$ cat src/common/tile_consts.svh
// Bus widths, memory sizes and region tags of the tile fabric

`ifndef TILE_CONSTS_SVH
`define TILE_CONSTS_SVH

//////////////////////////////
// Bus widths

`define TILE_AW          32     // Address width
`define TILE_DW          32     // Data width
`define TILE_TAG_W       4      // Region tag in the top address bits
`define TILE_OFS_W       28     // Offset inside a region

//////////////////////////////
// Memory sizes

`define TILE_DMEM_WORDS  1024   // Local data memory depth
`define TILE_DMEM_IDX_W  10     // Word index into local memory
`define TILE_ROM_WORDS   16     // Boot ROM depth

//////////////////////////////
// Region tags

`define TAG_DMEM         4'h0   // Local data memory
`define TAG_EXT          4'h8   // External memory port
`define TAG_ROM          4'hF   // Boot ROM

`endif

$ cat src/common/bootrom_image.svh
// Boot ROM contents, sixteen 32-bit words listed from word index 0

`ifndef BOOTROM_IMAGE_SVH
`define BOOTROM_IMAGE_SVH

`define BOOTROM_IMAGE '{ \
  32'h4031_0400, \
  32'h40B2_5A80, \
  32'h0120_4303, \
  32'h4035_0000, \
  32'h4036_0400, \
  32'h4387_0000, \
  32'h5327_9605, \
  32'h23FC_4303, \
  32'h4034_8000, \
  32'h4415_0000, \
  32'h4584_0000, \
  32'h5324_5325, \
  32'h9034_8040, \
  32'h23F9_4303, \
  32'h4030_8000, \
  32'h3FFF_4303 \
}

`endif

$ cat src/common/tile_pkg.sv
// Shared bus types: two-view address word and slave select

`default_nettype none

package tile_pkg;

`include "tile_consts.svh"

  typedef struct packed {
    logic [`TILE_TAG_W-1:0] tag;  // Region tag
    logic [`TILE_OFS_W-1:0] ofs;  // Byte offset in region
  } tile_addr_s;

  // Same bits read flat by masters, split by decoder and memories
  typedef union packed {
    logic [`TILE_AW-1:0] word;
    tile_addr_s          fld;
  } tile_addr_u;

  typedef enum logic [1:0] {
    SEL_DMEM,
    SEL_ROM,
    SEL_EXT,
    SEL_NONE                      // Unmapped tag or no read
  } slave_sel_e;

endpackage

`default_nettype wire

$ cat src/common/bb_if.sv
// Single-cycle memory-style bus with master and slave modports

`timescale 1ns/1ns
`default_nettype none

`include "tile_consts.svh"

interface bb_if import tile_pkg::*; ();

  tile_addr_u          addr;
  logic [`TILE_DW-1:0] din;
  logic                en;
  logic                we;
  logic [`TILE_DW-1:0] dout;     // Read data, one cycle after en

  modport master (
    output addr, din, en, we,
    input  dout
  );

  modport slave (
    input  addr, din, en, we,
    output dout
  );

endinterface

`default_nettype wire

$ cat src/verilog/bb_bootrom.sv
// Boot ROM from the image table, registered read, writes ignored

`timescale 1ns/1ns
`default_nettype none

`include "tile_consts.svh"
`include "bootrom_image.svh"

module bb_bootrom (
  input wire  clk,
  input wire  rst_n_i,

  bb_if.slave bus
);

  localparam int ROM_IDX_W = $clog2(`TILE_ROM_WORDS);

  localparam logic [`TILE_DW-1:0] IMAGE [`TILE_ROM_WORDS] = `BOOTROM_IMAGE;

  logic [ROM_IDX_W-1:0] idx;
  logic [`TILE_DW-1:0]  dout_q;

  // Low offset bits only, image repeats across the region
  assign idx = bus.addr.fld.ofs[ROM_IDX_W+1:2];

  always_ff @(posedge clk) begin
    if (!rst_n_i) begin
      dout_q <= '0;
    end else if (bus.en && !bus.we) begin
      dout_q <= IMAGE[idx];
    end
  end

  assign bus.dout = dout_q;

endmodule

`default_nettype wire

$ cat src/flat_wrapper.sv
// flat-port wrapper written by rule: the top's interface ports become plain ports
module bb_bootrom_flat 
  (clk, rst_n_i, bus_addr, bus_din, bus_en, bus_we, bus_dout);
  bb_if bus_i ();
  input wire clk;
  input wire rst_n_i;
  input wire logic [$bits(bus_i.addr)-1:0] bus_addr;
  input wire logic [$bits(bus_i.din)-1:0] bus_din;
  input wire logic [$bits(bus_i.en)-1:0] bus_en;
  input wire logic [$bits(bus_i.we)-1:0] bus_we;
  output wire logic [$bits(bus_i.dout)-1:0] bus_dout;
  assign bus_i.addr = bus_addr;
  assign bus_i.din = bus_din;
  assign bus_i.en = bus_en;
  assign bus_i.we = bus_we;
  assign bus_dout = bus_i.dout;
  bb_bootrom u_core (.clk(clk), .rst_n_i(rst_n_i), .bus(bus_i));
endmodule
$ cat config.mk
export PLATFORM = sky130hd
export DESIGN_NAME = bb_bootrom_flat
export DESIGN_NICKNAME = d
export VERILOG_FILES = /design/src/common/tile_pkg.sv /design/src/common/bb_if.sv /design/src/verilog/bb_bootrom.sv /design/src/flat_wrapper.sv
export VERILOG_INCLUDE_DIRS = /design/src /design/src/common
export SDC_FILE = /design/constraint.sdc
export NUM_CORES = 1
export LEC_CHECK = 0
export BUFFER_PORTS_ARGS = -buffer_cell sky130_fd_sc_hd__buf_2
export CORE_UTILIZATION = 41
export DETAILED_ROUTE_END_ITERATION = 10
export HOLD_SLACK_MARGIN = 0.05
export PLACE_DENSITY = 0.8
export SKIP_CTS_REPAIR_TIMING = 1
export SYNTH_ARGS = -nofsm -noshare
export SYNTH_HDL_FRONTEND = slang
export SYNTH_SLANG_ARGS = --single-unit
$ cat constraint.sdc
create_clock -name clk -period 1.8 [get_ports clk]
set_clock_uncertainty 0.2 [all_clocks]
set_input_delay 0.18 -clock clk [delete_from_list [all_inputs] [get_ports clk]]
set_output_delay 0.18 -clock clk [all_outputs]
set_load 0.005 [all_outputs]
==> impl_metrics.toml <==
[outcome]
outcome = "completed"

[timing]
period_share_pct = 78.5
rsz0062_at_grt = "no"
timing.fmax_ghz = 0.708
hold_slack_ns = 0.0720
final-hold-violation-count = 0
finalCriticalPeriod_ns = 1.41
setup_tns_ns = 0
slew_viol_final = 0
tightestPinTransition_ns = 0.609
slew_headroom_pct = 59.3
finalSetupViolCount = 0

[setup_path]
critPathLaunchType = "input pin"
crit_start = "rst_n_i"
reg2reg_from = "u_core.bus.dout[16]$_SDFFE_PN0P_"
slowest_delay_ns = 0.52
critPathRequiredTime_ns = 1.78
crit_type = "input pin to register"
crit_path_end_kind = "register"
crit_arrival_ns = 1.39
cp_cell_sequence = "dlygate4sd3_1, buf_2, inv_1, a31oi_1"
r2r_cells = 2
slowest_stage = "dlygate4sd3_1"
path_max_fanout = 21

[placed_design]
port_buffers = 36
place_congestion = 0.889
postPlaceCellArea_um2 = 1550
hpwl_um = 2130

[routing]
routed_wl_um = 2830
drc = 0
drt_pass1_iterations = 4
vias = 1208
routed_via_density = 5.12
ant_nets = 0
wire_per_inst_um = 12.0
dr.first_iter.drc_count = 55

[synth]
async_reset_ff_share_pct = 0
synth_seq_cells = 25
synth.distinct_cells = 38
synth.largest_area_cell = "dfxtp_1"
synthCells = 161
netlist_area_um2 = 1410
syn_area_per_cell_um2 = 8.75
ys_top_cells_by_count = "dfxtp_1, nand2_1, a21oi_1, buf_4"
synth_xor_area_share_pct = 0.622
synth_top_family_by_area = "simple AND/OR/NAND/NOR gates"
synth_top_cell_area_share_pct = 35.5
ys_seq_area_share_pct = 35.5
muxShareOfSynthArea_pct = 4.00
synth.most_common_cell = "dfxtp_1"
synth_fa_ha_area_share_pct = 7.10
yosysWarningCount = 0
synth_edf_count = 0
synthSimpleGateAreaFrac_pct = 21.0
ys.flop_type = "dfxtp_1"
synth_compound_area_share_pct = 19.9
synth_area_leaders = "dfxtp_1, ha_1, nand2_1"

[layout]
largest_register_ff_count = 25
fin_area_um2 = 1590
area_delta_synth_final_pct = 12.7
drive_gt1_share_pct = 28.6
regArea_um2 = 500
multi_input_area_um2 = 752
antenna_cells = 0
filler_cell_count = 334
nets = 269

[pwr]
pwr_density_cell_nw_per_um2 = 646
p_sw_share_pct = 26.7
ir_drop_v = 0.000319
combPwrFrac_pct = 19.1
power_frac_clock_pct = 23.5
power.leakage_nw = 0.712
p_int_mw = 0.752
netSwitchingPower_mw = 0.274
pwr-share-seq_pct = 57.4

[global_routing]
grt_pass1_vias = 1032
grt_pass1_wl_um = 4570
grt_max_degree = 30
grt-ovfl-total = 0
antenna_found_initial = 0
track_usage_pct = 16.7

[flow_run]
drv_cap = 0

[floorplanning]
initial_core_util_pct = 44.7
core_um2 = 3150
die-area_um2 = 3670
die_x_um = 60.6
die-height_um = 60.6
rows = 20
ios = 100

[min_path]
holdCritStartpoint = "bus_we"
whs_path_depth = 4
hp-class = "input pin to register"

[clock_tree]
clkSlewWorstSetupHoldPaths_ns = 0.13
cts-buffers-inserted = 3
cts_tree = "yes"
clk_latency_ns = 0.31
cts_buffer_depth = 2
root_buffer = "clkbuf_4"
htree_num_levels = 1
clock-sinks = 25
placed cells by master, fill, tap and decap left out, types with 2 or more instances in the layout:
cell type	instances
a211oi_1	2
a21oi_1	15
a22oi_1	4
a31oi_1	8
buf_2	36
buf_4	7
clkbuf_4	3
conb_1	3
dfxtp_1	25
ha_1	8
inv_1	3
mux2_2	5
nand2_1	23
nand2b_1	5
nand3_1	6
nand4_1	2
nor2_1	5
nor2b_1	5
o211ai_1	2
o21ai_0	6
routing by layer:
| layer | routed length, um | part of all wire [%] | up-vias | GRT usage (%) |
|---|---|---|---|---|
| met1 | 1410 | 50 | 532 | 23.6 |
| met3 | 189 | 6.7 | 4 | 3.20 |
| met2 | 1190 | 42 | 51 | 25.6 |
| met5 | 0 | 0 | - | 0 |
| met4 | 32 | 1.1 | 0 | 5.84 |
| li1 | - | - | 621 | - |
logic make-up (layout without fill, tap and decap cells):
kind of cell / after synthesis / after routing
simple gates: 55 / 55
compound gates: 44 / 44
flops: 25 / 25
buf+inv: 22 / 51
fa+ha+maj: 8 / 8
mux: 5 / 5
other cells: 1 / 3
xor+xnor: 1 / 1
power by group through the flow:
stage          clock [mW]  combinational (mW)  sequential, mW
3_5_place_dp            0               0.194           0.602
6_report            0.241               0.196           0.589
3_3_place_gp            0               0.190           0.602
2_1_floorplan           0               0.141           0.604
4_1_cts             0.253               0.194           0.590
5_1_grt             0.274               0.220           0.593
through the flow:
stage / worst slack, ns / cells / util [%] / total power [mW]
final: 0.388 / 236 / 50.4 / 1.03
after CTS: 0.491 / 235 / 50.0 / 1.04
after global placement: 0.155 / 231 / 49.2 / 0.792
after global routing: 0.287 / 236 / 50.4 / 1.09
after detailed placement: 0.151 / 231 / 49.2 / 0.796
after floorplan: 0.347 / 163 / - / 0.745
critical path, delay by kind of cell:
kind | cells | cell delay [ns]
AO/OA/AOI/OAI | 1 | 0.09
buffers and inverters | 3 | 1.11
layout make-up:
| cell class | count | area share [%] |
|---|---|---|
| clock buffer | 4 | 1.65 |
| inverter | 3 | 0.709 |
| multi-input combinational | 116 | 47.4 |
| sequential | 25 | 31.5 |
| tap | 44 | 3.47 |
| timing repair buffer | 44 | 15.3 |
worst paths after layout:
| check | end | slack [ns] |
|---|---|---|
| setup reg to reg | u_core.bus.dout[16]$_SDFFE_PN0P_ | 0.87 |
| hold / removal | u_core.bus.dout[20]$_SDFFE_PN0P_ | 0.07 |
| hold reg to reg | u_core.bus.dout[21]$_SDFFE_PN0P_ | 0.26 |
| setup / recovery | u_core.bus.dout[30]$_SDFFE_PN0P_ | 0.39 |
(Power assumes the default switching activity.)
