File: config.mk
export PLATFORM = sky130hd
export DESIGN_NAME = bb_decoder_flat
export DESIGN_NICKNAME = d
export VERILOG_FILES = /design/src/common/bootrom_image.svh /design/src/common/tile_pkg.sv /design/src/common/bb_if.sv /design/src/bus/bb_decoder.sv /design/src/flat_wrapper.sv
export VERILOG_INCLUDE_DIRS = /design/src /design/src/common
export SDC_FILE = /design/constraint.sdc
export NUM_CORES = 1
export LEC_CHECK = 0
export BUFFER_PORTS_ARGS = -buffer_cell sky130_fd_sc_hd__buf_4
export CAP_MARGIN = 20
export CORE_AREA = 3 3 152 154
export CTS_CLUSTER_DIAMETER = 200
export DETAILED_ROUTE_END_ITERATION = 10
export DIE_AREA = 0 0 155 157
export GPL_ROUTABILITY_DRIVEN = 0
export GPL_TIMING_DRIVEN = 0
export PLACE_DENSITY_LB_ADDON = 0.08
export SLEW_MARGIN = 10
export SYNTH_ARGS = -nofsm -noshare
export SYNTH_HDL_FRONTEND = slang
export SYNTH_SLANG_ARGS = --single-unit
File: constraint.sdc
create_clock -name clk -period 1.4 [get_ports clk]
set_input_delay 0.28 -clock clk [delete_from_list [all_inputs] [get_ports clk]]
set_output_delay 0.28 -clock clk [all_outputs]
set_load 0.05 [all_outputs]
File: src/common/tile_consts.svh
// Bus widths, memory sizes and region tags of the tile fabric

`ifndef TILE_CONSTS_SVH
`define TILE_CONSTS_SVH

//////////////////////////////
// Bus widths

`define TILE_AW          32     // Address width
`define TILE_DW          32     // Data width
`define TILE_TAG_W       4      // Region tag in the top address bits
`define TILE_OFS_W       28     // Offset inside a region

//////////////////////////////
// Memory sizes

`define TILE_DMEM_WORDS  1024   // Local data memory depth
`define TILE_DMEM_IDX_W  10     // Word index into local memory
`define TILE_ROM_WORDS   16     // Boot ROM depth

//////////////////////////////
// Region tags

`define TAG_DMEM         4'h0   // Local data memory
`define TAG_EXT          4'h8   // External memory port
`define TAG_ROM          4'hF   // Boot ROM

`endif

File: src/common/bootrom_image.svh
// Boot ROM contents, sixteen 32-bit words listed from word index 0

`ifndef BOOTROM_IMAGE_SVH
`define BOOTROM_IMAGE_SVH

`define BOOTROM_IMAGE '{ \
  32'h4031_0400, \
  32'h40B2_5A80, \
  32'h0120_4303, \
  32'h4035_0000, \
  32'h4036_0400, \
  32'h4387_0000, \
  32'h5327_9605, \
  32'h23FC_4303, \
  32'h4034_8000, \
  32'h4415_0000, \
  32'h4584_0000, \
  32'h5324_5325, \
  32'h9034_8040, \
  32'h23F9_4303, \
  32'h4030_8000, \
  32'h3FFF_4303 \
}

`endif

File: src/common/tile_pkg.sv
// Shared bus types: two-view address word and slave select

`default_nettype none

package tile_pkg;

`include "tile_consts.svh"

  typedef struct packed {
    logic [`TILE_TAG_W-1:0] tag;  // Region tag
    logic [`TILE_OFS_W-1:0] ofs;  // Byte offset in region
  } tile_addr_s;

  // Same bits read flat by masters, split by decoder and memories
  typedef union packed {
    logic [`TILE_AW-1:0] word;
    tile_addr_s          fld;
  } tile_addr_u;

  typedef enum logic [1:0] {
    SEL_DMEM,
    SEL_ROM,
    SEL_EXT,
    SEL_NONE                      // Unmapped tag or no read
  } slave_sel_e;

endpackage

`default_nettype wire

File: src/common/bb_if.sv
// Single-cycle memory-style bus with master and slave modports

`timescale 1ns/1ns
`default_nettype none

`include "tile_consts.svh"

interface bb_if import tile_pkg::*; ();

  tile_addr_u          addr;
  logic [`TILE_DW-1:0] din;
  logic                en;
  logic                we;
  logic [`TILE_DW-1:0] dout;     // Read data, one cycle after en

  modport master (
    output addr, din, en, we,
    input  dout
  );

  modport slave (
    input  addr, din, en, we,
    output dout
  );

endinterface

`default_nettype wire

File: src/bus/bb_decoder.sv
// Region decoder onto local memory, boot ROM and external bus
// Read data mux with zero answer for unmapped regions

`timescale 1ns/1ns
`default_nettype none

`include "tile_consts.svh"

module bb_decoder import tile_pkg::*; (
  input  wire  clk,
  input  wire  rst_n_i,

  bb_if.slave  up,
  bb_if.master dmem,
  bb_if.master rom,
  bb_if.master ext
);

  slave_sel_e sel;      // Target of the current transfer
  slave_sel_e sel_q;    // Target of the read returning now

  //////////////////////////////
  // Region decode

  always_comb begin
    case (up.addr.fld.tag)
      `TAG_DMEM: sel = SEL_DMEM;
      `TAG_ROM:  sel = SEL_ROM;
      `TAG_EXT:  sel = SEL_EXT;
      default:   sel = SEL_NONE;
    endcase
  end

  // Request lines fan out, only one enable goes high
  assign dmem.addr = up.addr;
  assign dmem.din  = up.din;
  assign dmem.we   = up.we;
  assign dmem.en   = up.en & (sel == SEL_DMEM);

  assign rom.addr  = up.addr;
  assign rom.din   = up.din;
  assign rom.we    = up.we;
  assign rom.en    = up.en & (sel == SEL_ROM);    // ROM drops writes itself

  assign ext.addr  = up.addr;
  assign ext.din   = up.din;
  assign ext.we    = up.we;
  assign ext.en    = up.en & (sel == SEL_EXT);

  //////////////////////////////
  // Read data return

  always_ff @(posedge clk) begin
    if (!rst_n_i) begin
      sel_q <= SEL_NONE;
    end else if (up.en && !up.we) begin
      sel_q <= sel;
    end else begin
      sel_q <= SEL_NONE;                          // Nothing to return
    end
  end

  always_comb begin
    case (sel_q)
      SEL_DMEM: up.dout = dmem.dout;
      SEL_ROM:  up.dout = rom.dout;
      SEL_EXT:  up.dout = ext.dout;
      default:  up.dout = '0;
    endcase
  end

endmodule

`default_nettype wire

File: src/flat_wrapper.sv
// flat-port wrapper written by rule: the top's interface ports become plain ports
module bb_decoder_flat import tile_pkg::*;
  (clk, rst_n_i, up_addr, up_din, up_en, up_we, up_dout, dmem_addr, dmem_din, dmem_en, dmem_we, dmem_dout, rom_addr, rom_din, rom_en, rom_we, rom_dout, ext_addr, ext_din, ext_en, ext_we, ext_dout);
  bb_if up_i ();
  bb_if dmem_i ();
  bb_if rom_i ();
  bb_if ext_i ();
  input  wire clk;
  input  wire rst_n_i;
  input wire logic [$bits(up_i.addr)-1:0] up_addr;
  input wire logic [$bits(up_i.din)-1:0] up_din;
  input wire logic [$bits(up_i.en)-1:0] up_en;
  input wire logic [$bits(up_i.we)-1:0] up_we;
  output wire logic [$bits(up_i.dout)-1:0] up_dout;
  output wire logic [$bits(dmem_i.addr)-1:0] dmem_addr;
  output wire logic [$bits(dmem_i.din)-1:0] dmem_din;
  output wire logic [$bits(dmem_i.en)-1:0] dmem_en;
  output wire logic [$bits(dmem_i.we)-1:0] dmem_we;
  input wire logic [$bits(dmem_i.dout)-1:0] dmem_dout;
  output wire logic [$bits(rom_i.addr)-1:0] rom_addr;
  output wire logic [$bits(rom_i.din)-1:0] rom_din;
  output wire logic [$bits(rom_i.en)-1:0] rom_en;
  output wire logic [$bits(rom_i.we)-1:0] rom_we;
  input wire logic [$bits(rom_i.dout)-1:0] rom_dout;
  output wire logic [$bits(ext_i.addr)-1:0] ext_addr;
  output wire logic [$bits(ext_i.din)-1:0] ext_din;
  output wire logic [$bits(ext_i.en)-1:0] ext_en;
  output wire logic [$bits(ext_i.we)-1:0] ext_we;
  input wire logic [$bits(ext_i.dout)-1:0] ext_dout;
  assign up_i.addr = up_addr;
  assign up_i.din = up_din;
  assign up_i.en = up_en;
  assign up_i.we = up_we;
  assign up_dout = up_i.dout;
  assign dmem_addr = dmem_i.addr;
  assign dmem_din = dmem_i.din;
  assign dmem_en = dmem_i.en;
  assign dmem_we = dmem_i.we;
  assign dmem_i.dout = dmem_dout;
  assign rom_addr = rom_i.addr;
  assign rom_din = rom_i.din;
  assign rom_en = rom_i.en;
  assign rom_we = rom_i.we;
  assign rom_i.dout = rom_dout;
  assign ext_addr = ext_i.addr;
  assign ext_din = ext_i.din;
  assign ext_en = ext_i.en;
  assign ext_we = ext_i.we;
  assign ext_i.dout = ext_dout;
  bb_decoder u_core (.clk(clk), .rst_n_i(rst_n_i), .up(up_i), .dmem(dmem_i), .rom(rom_i), .ext(ext_i));
endmodule
==> impl_metrics.ini <==
[critical_path]
crit_path_cell_trace = buf_6 -> nor2b_4 -> clkbuf_16 -> buf_12 -> buf_12 -> o2bb2ai_4 -> buf_8
crit_type = reg -> out
startpoint_type = flop
end_kind = output port
crit_path_end = up_dout[6]
crit_required_ns = 1.12
path_common_cell = buf_12
critPathLaunch = u_core.sel_q[0]$_SDFF_PN1_
slowest_delay_ns = 0.29
cpMaxStageDelayCell = dfxtp_1
crit_arrival_ns = 1.47
cp_max_fo = 6

[clocking]
hold_buffers = 0
cts_buffer_depth = 2
cts_buffers = 3
cts_tree = built
cts.sinks = 2
root_buffer = clkbuf_16
clkTransAtPathRegs_ns = 0.03
htreeDepth = 1

[global_route]
grt_pass1_vias = 3240
grt_pass1_wl_um = 18400
grt_max_degree = 11
grt_usage = 0.0963
gr-total-overflow = 0
antenna_found_initial = 0

[yosys]
yosysWarnings = 0
yosys.area.top_type = buf_4
syn_area_um2 = 2230
synthTopCellsByArea = buf_4 (66%), mux2i_1 (14%), o2bb2ai_1 (13%)
synth_top_area_frac = 0.657
synth_fp_nets = 448
synth_cells = 284
synth_area_per_cell_um2 = 7.85
async_reset_ff_frac = 0
synth_cell_types = 16
synth_flop_cell = dfxtp_1
ys_ff_latch = 2
synth_edf_count = 0
yosysSeqAreaShare = 0.0180

[finish]
drive_gt1_frac = 0.968
final_common_cell = buf_4
antenna_cells = 0
layoutNonFillerInstCount = 910
stdcell_area_um2 = 6370
area_growth_syn_to_layout_pct = 186
largest_reg_flops = 2
reg.largest.list = u_core.sel_q (2)
final_net_count = 796
top_register = u_core.sel_q
fin_util = 0.292
layout_common_cells = buf_4 (501), o2bb2ai_4 (30), buf_8 (29)

[placement]
dp.cells = 897
hpwl_um = 11800
placed_area_um2 = 5710
place.port_buffers = 333

[sta]
setup_viol = 32
worst_slack_ns = -0.354
rsz0062_at_grt = yes
relSlewSlack = 0.637
finalSetupTns_ns = -10.50
min_period_ns = 1.75
worst_pin_slew_ns = 0.545
finalHoldViolations = 0
max_freq_ghz = 0.570
finalCritPeriodShare = 1.25
drv_slew = 0

[flow_run]
max-cap-violations = 0

[route]
finalWirelength_um = 13400
via_per_inst = 3.32
initialDrtViolationCount = 47
drc = 0
drtAntennaViolNets = 0
wl_per_cell_um = 14.8
dr.pass1.iters = 3
vias = 3018

[run_status]
status = finished with violations
violations = setup timing

[power_and_ir_drop]
p_total_mw = 2.97
power-per-cell-area_nw_per_um2 = 466
p_leak_nw = 3.26
irDropWorstVdd_mv = 0.287

[worst_hold_path]
worstHoldPathType = in -> reg

[floorplan]
num_rows = 54
start_util = 0.102
core-area_um2 = 21800
die_h_um = 157
die_w_um = 155
die-area_um2 = 24300
io_pins = 394
[area by class of cell]
cell class / count / area [um2]
plain buffers: 206 / 1630
clock buffers: 3 / 75.1
fillers: 2346 / 15400
inverters: 2 / 7.51
multi-input cells: 73 / 1390
flip-flops and latches: 2 / 41.3
well taps: 280 / 350
repair buffers: 344 / 2880
[how the worst min path moves through the flow]
stage | start | end | cells after the start
2_1_floorplan | up_en | u_core.sel_q[0]$_SDFF_PN1_ | 1
3_3_place_gp | up_en | u_core.sel_q[0]$_SDFF_PN1_ | 2
3_5_place_dp | up_en | u_core.sel_q[0]$_SDFF_PN1_ | 2
4_1_cts | up_en | u_core.sel_q[0]$_SDFF_PN1_ | 2
5_1_grt | up_en | u_core.sel_q[0]$_SDFF_PN1_ | 2
6_report | up_en | u_core.sel_q[0]$_SDFF_PN1_ | 2
[Yosys cell counts (2+ instances only)]
cell / n
buf_4: 195
clkbuf_1: 5
buf_2: 7
inv_1: 2
dfxtp_1: 2
o2bb2ai_1: 32
mux2i_1: 32
[metrics by stage]
| step | setup WS (ns) | hold WS, ns |
|---|---|---|
| 6_report | -0.354 | 0.287 |
| 5_1_grt | -0.410 | 0.293 |
| 4_1_cts | -0.389 | 0.293 |
| 3_5_place_dp | -0.487 | 0.525 |
| 3_3_place_gp | -0.492 | 0.526 |
| 2_1_floorplan | -0.0903 | 0.367 |
[power by group]
part	total (mW)	switching, mW	internal (mW)
Sequential	0.0586	0.000456	0.0581
Clock	0.438	0.0740	0.364
Combinational	2.48	1.47	1.00
Total	2.97	1.55	1.43
[metal layers]
layer,global-route usage,wire length (um),vias to the layer above
li1,-,-,1454
met1,0.0899,4020,1349
met2,0.201,7780,206
met3,0.0360,1540,9
met4,0.0122,103,0
met5,0,0,-
[logic make-up (layout without fill, tap and decap cells)]
group,count (synthesis),in the layout,synth area share
simple gates,8,8,0.0230
buf+inv,209,555,0.684
compound gates,33,33,0.131
mux,32,32,0.144
flops,2,2,0.0180
[worst max-delay path, delay by kind of cell, from the launching register on]
kind | cells | cell delay [ns]
compound gates | 1 | 0.13
simple gates | 1 | 0.12
flops | 1 | 0.29
buf+inv | 5 | 0.69
[what timing repair did]
action / 4_1_cts / 5_1_grt
setup buffers: 7 / 2
resized for setup: 95 / 17
pin swaps: 3 / 4
gates cloned: 3 / 0
endpoints found under the hold margin: 0 / 0
setup endpoints to repair: 33 / 33
No activity file was read; power rests on OpenSTA's default activity.
