### src/common/tile_consts.svh
// Bus widths, memory sizes and region tags of the tile fabric

`ifndef TILE_CONSTS_SVH
`define TILE_CONSTS_SVH

//////////////////////////////
// Bus widths

`define TILE_AW          32     // Address width
`define TILE_DW          32     // Data width
`define TILE_TAG_W       4      // Region tag in the top address bits
`define TILE_OFS_W       28     // Offset inside a region

//////////////////////////////
// Memory sizes

`define TILE_DMEM_WORDS  1024   // Local data memory depth
`define TILE_DMEM_IDX_W  10     // Word index into local memory
`define TILE_ROM_WORDS   16     // Boot ROM depth

//////////////////////////////
// Region tags

`define TAG_DMEM         4'h0   // Local data memory
`define TAG_EXT          4'h8   // External memory port
`define TAG_ROM          4'hF   // Boot ROM

`endif

### src/common/bootrom_image.svh
// Boot ROM contents, sixteen 32-bit words listed from word index 0

`ifndef BOOTROM_IMAGE_SVH
`define BOOTROM_IMAGE_SVH

`define BOOTROM_IMAGE '{ \
  32'h4031_0400, \
  32'h40B2_5A80, \
  32'h0120_4303, \
  32'h4035_0000, \
  32'h4036_0400, \
  32'h4387_0000, \
  32'h5327_9605, \
  32'h23FC_4303, \
  32'h4034_8000, \
  32'h4415_0000, \
  32'h4584_0000, \
  32'h5324_5325, \
  32'h9034_8040, \
  32'h23F9_4303, \
  32'h4030_8000, \
  32'h3FFF_4303 \
}

`endif

### src/common/tile_pkg.sv
// Shared bus types: two-view address word and slave select

`default_nettype none

package tile_pkg;

`include "tile_consts.svh"

  typedef struct packed {
    logic [`TILE_TAG_W-1:0] tag;  // Region tag
    logic [`TILE_OFS_W-1:0] ofs;  // Byte offset in region
  } tile_addr_s;

  // Same bits read flat by masters, split by decoder and memories
  typedef union packed {
    logic [`TILE_AW-1:0] word;
    tile_addr_s          fld;
  } tile_addr_u;

  typedef enum logic [1:0] {
    SEL_DMEM,
    SEL_ROM,
    SEL_EXT,
    SEL_NONE                      // Unmapped tag or no read
  } slave_sel_e;

endpackage

`default_nettype wire

### src/common/bb_if.sv
// Single-cycle memory-style bus with master and slave modports

`timescale 1ns/1ns
`default_nettype none

`include "tile_consts.svh"

interface bb_if import tile_pkg::*; ();

  tile_addr_u          addr;
  logic [`TILE_DW-1:0] din;
  logic                en;
  logic                we;
  logic [`TILE_DW-1:0] dout;     // Read data, one cycle after en

  modport master (
    output addr, din, en, we,
    input  dout
  );

  modport slave (
    input  addr, din, en, we,
    output dout
  );

endinterface

`default_nettype wire

### src/bus/bb_arbiter.sv
// Round-robin arbiter for two bus masters, with read-data return steering

`timescale 1ns/1ns
`default_nettype none

`include "tile_consts.svh"

module bb_arbiter import tile_pkg::*; (
  input  wire                 clk,
  input  wire                 rst_n_i,

  input  tile_addr_u          m0_addr_i,
  input  wire  [`TILE_DW-1:0] m0_din_i,
  input  wire                 m0_en_i,
  input  wire                 m0_we_i,
  output logic                m0_gnt_o,
  output logic [`TILE_DW-1:0] m0_dout_o,

  input  tile_addr_u          m1_addr_i,
  input  wire  [`TILE_DW-1:0] m1_din_i,
  input  wire                 m1_en_i,
  input  wire                 m1_we_i,
  output logic                m1_gnt_o,
  output logic [`TILE_DW-1:0] m1_dout_o,

  bb_if.master                bus
);

  logic last_m1_q;    // Master 1 held the bus last
  logic rd_pend_q;    // Read data returns this cycle
  logic rd_own_q;     // Owner of that read, 1 = master 1

  //////////////////////////////
  // Grant

  // A lone requester always wins, a tie goes to the one not served last
  assign m0_gnt_o = m0_en_i & (~m1_en_i | last_m1_q);
  assign m1_gnt_o = m1_en_i & (~m0_en_i | ~last_m1_q);

  always_ff @(posedge clk) begin
    if (!rst_n_i) begin
      last_m1_q <= 1'b1;                  // Master 0 first after reset
    end else if (m0_gnt_o) begin
      last_m1_q <= 1'b0;
    end else if (m1_gnt_o) begin
      last_m1_q <= 1'b1;
    end
  end

  //////////////////////////////
  // Forward the granted transfer

  assign bus.en   = m0_gnt_o | m1_gnt_o;
  assign bus.addr = m1_gnt_o ? m1_addr_i : m0_addr_i;
  assign bus.din  = m1_gnt_o ? m1_din_i  : m0_din_i;
  assign bus.we   = m1_gnt_o ? m1_we_i   : m0_we_i;

  //////////////////////////////
  // Read return

  always_ff @(posedge clk) begin
    if (!rst_n_i) begin
      rd_pend_q <= 1'b0;
      rd_own_q  <= 1'b0;
    end else begin
      rd_pend_q <= bus.en & ~bus.we;
      rd_own_q  <= m1_gnt_o;
    end
  end

  assign m0_dout_o = (rd_pend_q && !rd_own_q) ? bus.dout : '0;
  assign m1_dout_o = (rd_pend_q &&  rd_own_q) ? bus.dout : '0;

endmodule

`default_nettype wire

### src/flat_wrapper.sv
// flat-port wrapper written by rule: the top's interface ports become plain ports
module bb_arbiter_flat import tile_pkg::*;
  (clk, rst_n_i, m0_addr_i, m0_din_i, m0_en_i, m0_we_i, m0_gnt_o, m0_dout_o, m1_addr_i, m1_din_i, m1_en_i, m1_we_i, m1_gnt_o, m1_dout_o, bus_addr, bus_din, bus_en, bus_we, bus_dout);
  bb_if bus_i ();
  input  wire clk;
  input  wire rst_n_i;
  input  tile_addr_u m0_addr_i;
  input  wire  [`TILE_DW-1:0] m0_din_i;
  input  wire m0_en_i;
  input  wire m0_we_i;
  output logic m0_gnt_o;
  output logic [`TILE_DW-1:0] m0_dout_o;
  input  tile_addr_u m1_addr_i;
  input  wire  [`TILE_DW-1:0] m1_din_i;
  input  wire m1_en_i;
  input  wire m1_we_i;
  output logic m1_gnt_o;
  output logic [`TILE_DW-1:0] m1_dout_o;
  output wire logic [$bits(bus_i.addr)-1:0] bus_addr;
  output wire logic [$bits(bus_i.din)-1:0] bus_din;
  output wire logic [$bits(bus_i.en)-1:0] bus_en;
  output wire logic [$bits(bus_i.we)-1:0] bus_we;
  input wire logic [$bits(bus_i.dout)-1:0] bus_dout;
  assign bus_addr = bus_i.addr;
  assign bus_din = bus_i.din;
  assign bus_en = bus_i.en;
  assign bus_we = bus_i.we;
  assign bus_i.dout = bus_dout;
  bb_arbiter u_core (.clk(clk), .rst_n_i(rst_n_i), .m0_addr_i(m0_addr_i), .m0_din_i(m0_din_i), .m0_en_i(m0_en_i), .m0_we_i(m0_we_i), .m0_gnt_o(m0_gnt_o), .m0_dout_o(m0_dout_o), .m1_addr_i(m1_addr_i), .m1_din_i(m1_din_i), .m1_en_i(m1_en_i), .m1_we_i(m1_we_i), .m1_gnt_o(m1_gnt_o), .m1_dout_o(m1_dout_o), .bus(bus_i));
endmodule
### config.mk
export PLATFORM = sky130hd
export DESIGN_NAME = bb_arbiter_flat
export DESIGN_NICKNAME = d
export VERILOG_FILES = /design/src/common/bootrom_image.svh /design/src/common/tile_pkg.sv /design/src/common/bb_if.sv /design/src/bus/bb_arbiter.sv /design/src/flat_wrapper.sv
export VERILOG_INCLUDE_DIRS = /design/src /design/src/common
export SDC_FILE = /design/constraint.sdc
export NUM_CORES = 1
export LEC_CHECK = 0
export BUFFER_PORTS_ARGS = -buffer_cell sky130_fd_sc_hd__buf_2
export CORE_AREA = 2 2 114 116
export DETAILED_ROUTE_END_ITERATION = 8
export DIE_AREA = 0 0 116 118
export GPL_TIMING_DRIVEN = 0
export MAX_ROUTING_LAYER = met4
export SLEW_MARGIN = 10
export SYNTH_ARGS = -nofsm -noshare
export SYNTH_HDL_FRONTEND = slang
export SYNTH_SLANG_ARGS = --single-unit
export TNS_END_PERCENT = 30
### constraint.sdc
create_clock -name clk -period 3.2 [get_ports clk]
set_input_delay 0.32 -clock clk [delete_from_list [all_inputs] [get_ports clk]]
set_output_delay 0.32 -clock clk [all_outputs]
set_load 0.005 [all_outputs]
==> results.md <==
STA:
- The number of pins with negative max-slew slack in the final report is 0.
- The aggregate negative setup slack is 0 ns.
- The worst relative slew slack is 75.9%.
- At the pin with the least slew margin, the transition time is 0.361 ns.
- Of the available clock period, the critical path in the final layout requires 63.6%.
- Setup repair after global routing left no endpoint under its margin.
- Setup violations remaining at the end of the flow were counted as 0.
- The final-report hold violation count came to 0.
- The final clock skew is 0.000190 ns.
- Counting I/O delays and the setup requirement, the final critical path takes 2.04 ns.
- The fmax is 491 MHz.

Pwr:
- Net switching is 29.7% of the power.
- The portion of total power attributed to combinational logic is 61.3%.
- The net load switching power is 186 uW.
- In this run the static leakage power is 0.00201 uW.
- The clock power share is 31.6%.
- The register share of total power is 7.1%.
- The internal portion of the total power is 442 uW.
- After layout, the design draws a total of 628 uW.
- The power density of the placed cells is 194 nW/um2.
- The worst-case IR drop observed on VDD is 97.9 uV.

Clock tree:
- The clock net sink count is 3.
- For this design, the CTS-stage hold fixing added 0 buffers.
- The level count of the clock H-tree is 1.
- The maximum clock path buffer count is 2.
- TritonCTS created 3 clock buffers.
- The buffer count from post-CTS setup fixing is 0.
- The library cell used as clock root buffer is clkbuf_16.
- The clock latency on the worst-skew pair is 0.22 ns.
- Clock-pin slew was measured on the worst setup and hold paths at 0.03 ns.
- The CTS tree is done.
- After clock tree synthesis, the repair step resized 0 gates.

Floorplanning:
- The die is 116 um wide.
- The die covers 13,700 um2.
- The area of the core region is 12,400 um2.
- After floorplanning, the core was divided into 41 placement rows.
- For this configuration, the core starts out at a cell density of 11.7%.
- From bottom edge to top edge, the die measures 118 um.
- The number of top-level pins is 298.

Worst setup path:
- The critical path start-end classification is register to output port.
- The flop-to-flop setup slack is 2.05 ns.
- Along the worst path, the maximum fanout reaches 10.
- The destination of the worst register-to-register timing path is u_core.rd_own_q.
- The data arrival time of the critical path is 1.72 ns.
- STA puts the critical path data required time at 2.88 ns.
- The startpoint of the most critical register-to-register path is u_core.last_m1_q.
- The number of cells on the worst reg-to-reg path is 4.
- The category of the worst setup path launch point is a register.
- The nature of the critical path endpoint is an output port.

Routing:
- The total wire length after detailed routing is 8300 um.
- The detailed-routing iteration count for the pre-antenna-repair pass is 4.
- In this run, the number of DRC markers left after iteration 0 of detailed routing was 41.
- For this run, design rule violations remaining after detail routing come to 0.
- The wire length per cell after detailed routing is 13.1 um.
- The antenna violation net count after detailed routing is 0.
- The overall via count from detail_route is 2,342.
- The post-detailed-route via-to-cell ratio is 3.70.

Placed design:
- Once detailed placement completed, the half-perimeter wirelength came to 7500 um.
- The count of buffers added on input and output ports is 297.
- The number of placed instances, taps included, is 629.
- The weighted congestion at the end of routability-driven global placement is 0.739.

Logic synthesis:
- The Yosys step of the flow raised 0 warnings.
- The largest area contributor in the netlist is mux2_2.
- The number of different library cells used by synthesis comes to 17.
- The number of flops mapped to enable cells by yosys is 0.
- The number of instances in the synthesized netlist is 160.
- Synthesis inferred 3 register bits.
- The async set-or-reset flop fraction in the synthesized netlist is 0%.
- For this run, the register share of the synthesized area comes to 4.13%.
- The post-synthesis instance area is 1450 um2.
- Yosys attributes the largest share of cell area to mux2_2, mux2_4, and2_1, and3_1, dfxtp_1.
- Synthesis produced a netlist with a net count of 326.
- Among all flip-flop cells after synthesis, the most frequent one is dfxtp_1.
- The share of the synthesized area in the top cell type is 37.2%.
- Each instance of the synthesized netlist takes up on average 9.09 um2.

Global routing:
- The overall routing resource usage is 11.2%.
- The first global-routing pass estimated 11,800 um of wire.
- Entering global routing, the biggest net connects 11 pins.
- The leftover overflow at the end of global routing is 0.
- The initial antenna violation count came to 0.
- The via count of the first global-routing pass is 2,243.

Finish:
- Leaving out filler cells and counting taps, the final layout contains 633.
- In the final layout, the share of cells above drive strength 1 is 81.1%.
- The number of inserted filler cells in the final layout is 1,418.
- In the layout the commonest cells are buf_2, mux2_2, and2_1, and3_1, mux2_4.
- The area growth from synthesis to layout is 122%.
- Cells fill 26.1% of the core in the end.
- The total inserted antenna cells is 0.
- The count of nets after finishing is 628.
- The most common cell after layout, fill and taps aside is buf_2.

Min path:
- The worst hold path begins at rst_n_i.
- The class of the tightest hold or removal check is primary input to register.
- The end point of the worst hold path is u_core.last_m1_q.
- Counting instances, the worst hold path has a depth of 2.

Job:
- The number of max-capacitance violations reported is 0.

Run status:
- The run finished with clean final reports.
## through the flow
stage               cell area (um2)  hold slack [ns]  setup WS, ns
floorplan                      1450            0.396          1.75
finish                         3230            0.308          1.16
global route                   3230            0.331         0.965
global placement               3160            0.533          1.31
detailed placement             3160            0.547          1.31
CTS                            3230            0.305          1.12
## kinds of logic (layout without fill, tap and decap cells)
family	Yosys count	count (layout)	share of synthesized area, %
AND/OR/NAND/NOR	73	73	31.2
flip-flops	3	3	4.13
buffers and inverters	16	317	7.57
multiplexers	65	65	54.7
AO/OA/AOI/OAI	3	3	2.32
## worst max path at each step
stage,startpoint,to,slack (ns)
6_report,u_core.rd_pend_q,m0_dout_o[12],1.16
5_1_grt,u_core.rd_pend_q,m0_dout_o[12],0.97
4_1_cts,u_core.rd_pend_q,m0_dout_o[12],1.12
3_5_place_dp,m0_en_i,bus_addr[24],1.31
3_3_place_gp,m0_en_i,bus_addr[25],1.31
2_1_floorplan,m1_en_i,bus_addr[23],1.75
## worst max-delay path, stage by stage, from the launching register on
cell,delay [ns]
dfxtp_1,0.47
nor2b_1,0.38
clkbuf_1,0.35
and2_1,0.18
buf_2,0.12
## state kept, by name (all words and copies together), names as in the netlist
name	count
u_core.rd_pend_q	1
u_core.last_m1_q	1
u_core.rd_own_q	1
## power groups by stage
stage,sequential (uW),clock (uW),combinational (uW)
floorplan,43.0,0,175
global placement,45.4,0,388
detailed placement,45.4,0,389
CTS,45.0,205,390
global route,45.6,208,419
finish,44.6,199,385
## area by class of cell
cell class	count	area, um2	share of cell area [%]
clock buffers	4	78.8	2.44
multi-input cells	141	1280	39.7
flip-flops and latches	3	60.1	1.86
plain buffers	16	110	3.40
repair buffers	297	1490	46.0
well taps	172	215	6.65
## synth_stat cells, types with 3 or more instances
cell type  number
and3_1         32
clkbuf_1        9
nor2b_1         3
buf_4           4
dfxtp_1         3
mux2_4         17
mux2_2         48
and2_1         35
## metal layers
| metal | routed length, um | track usage (%) | vias to the layer above |
|---|---|---|---|
| li1 | - | - | 1167 |
| met1 | 3510 | 13.1 | 1032 |
| met2 | 4210 | 20.8 | 143 |
| met3 | 584 | 1.96 | 0 |
| met4 | 0 | 0.446 | 0 |
| met5 | 0 | - | - |
Power figures use the tool's default switching activity.
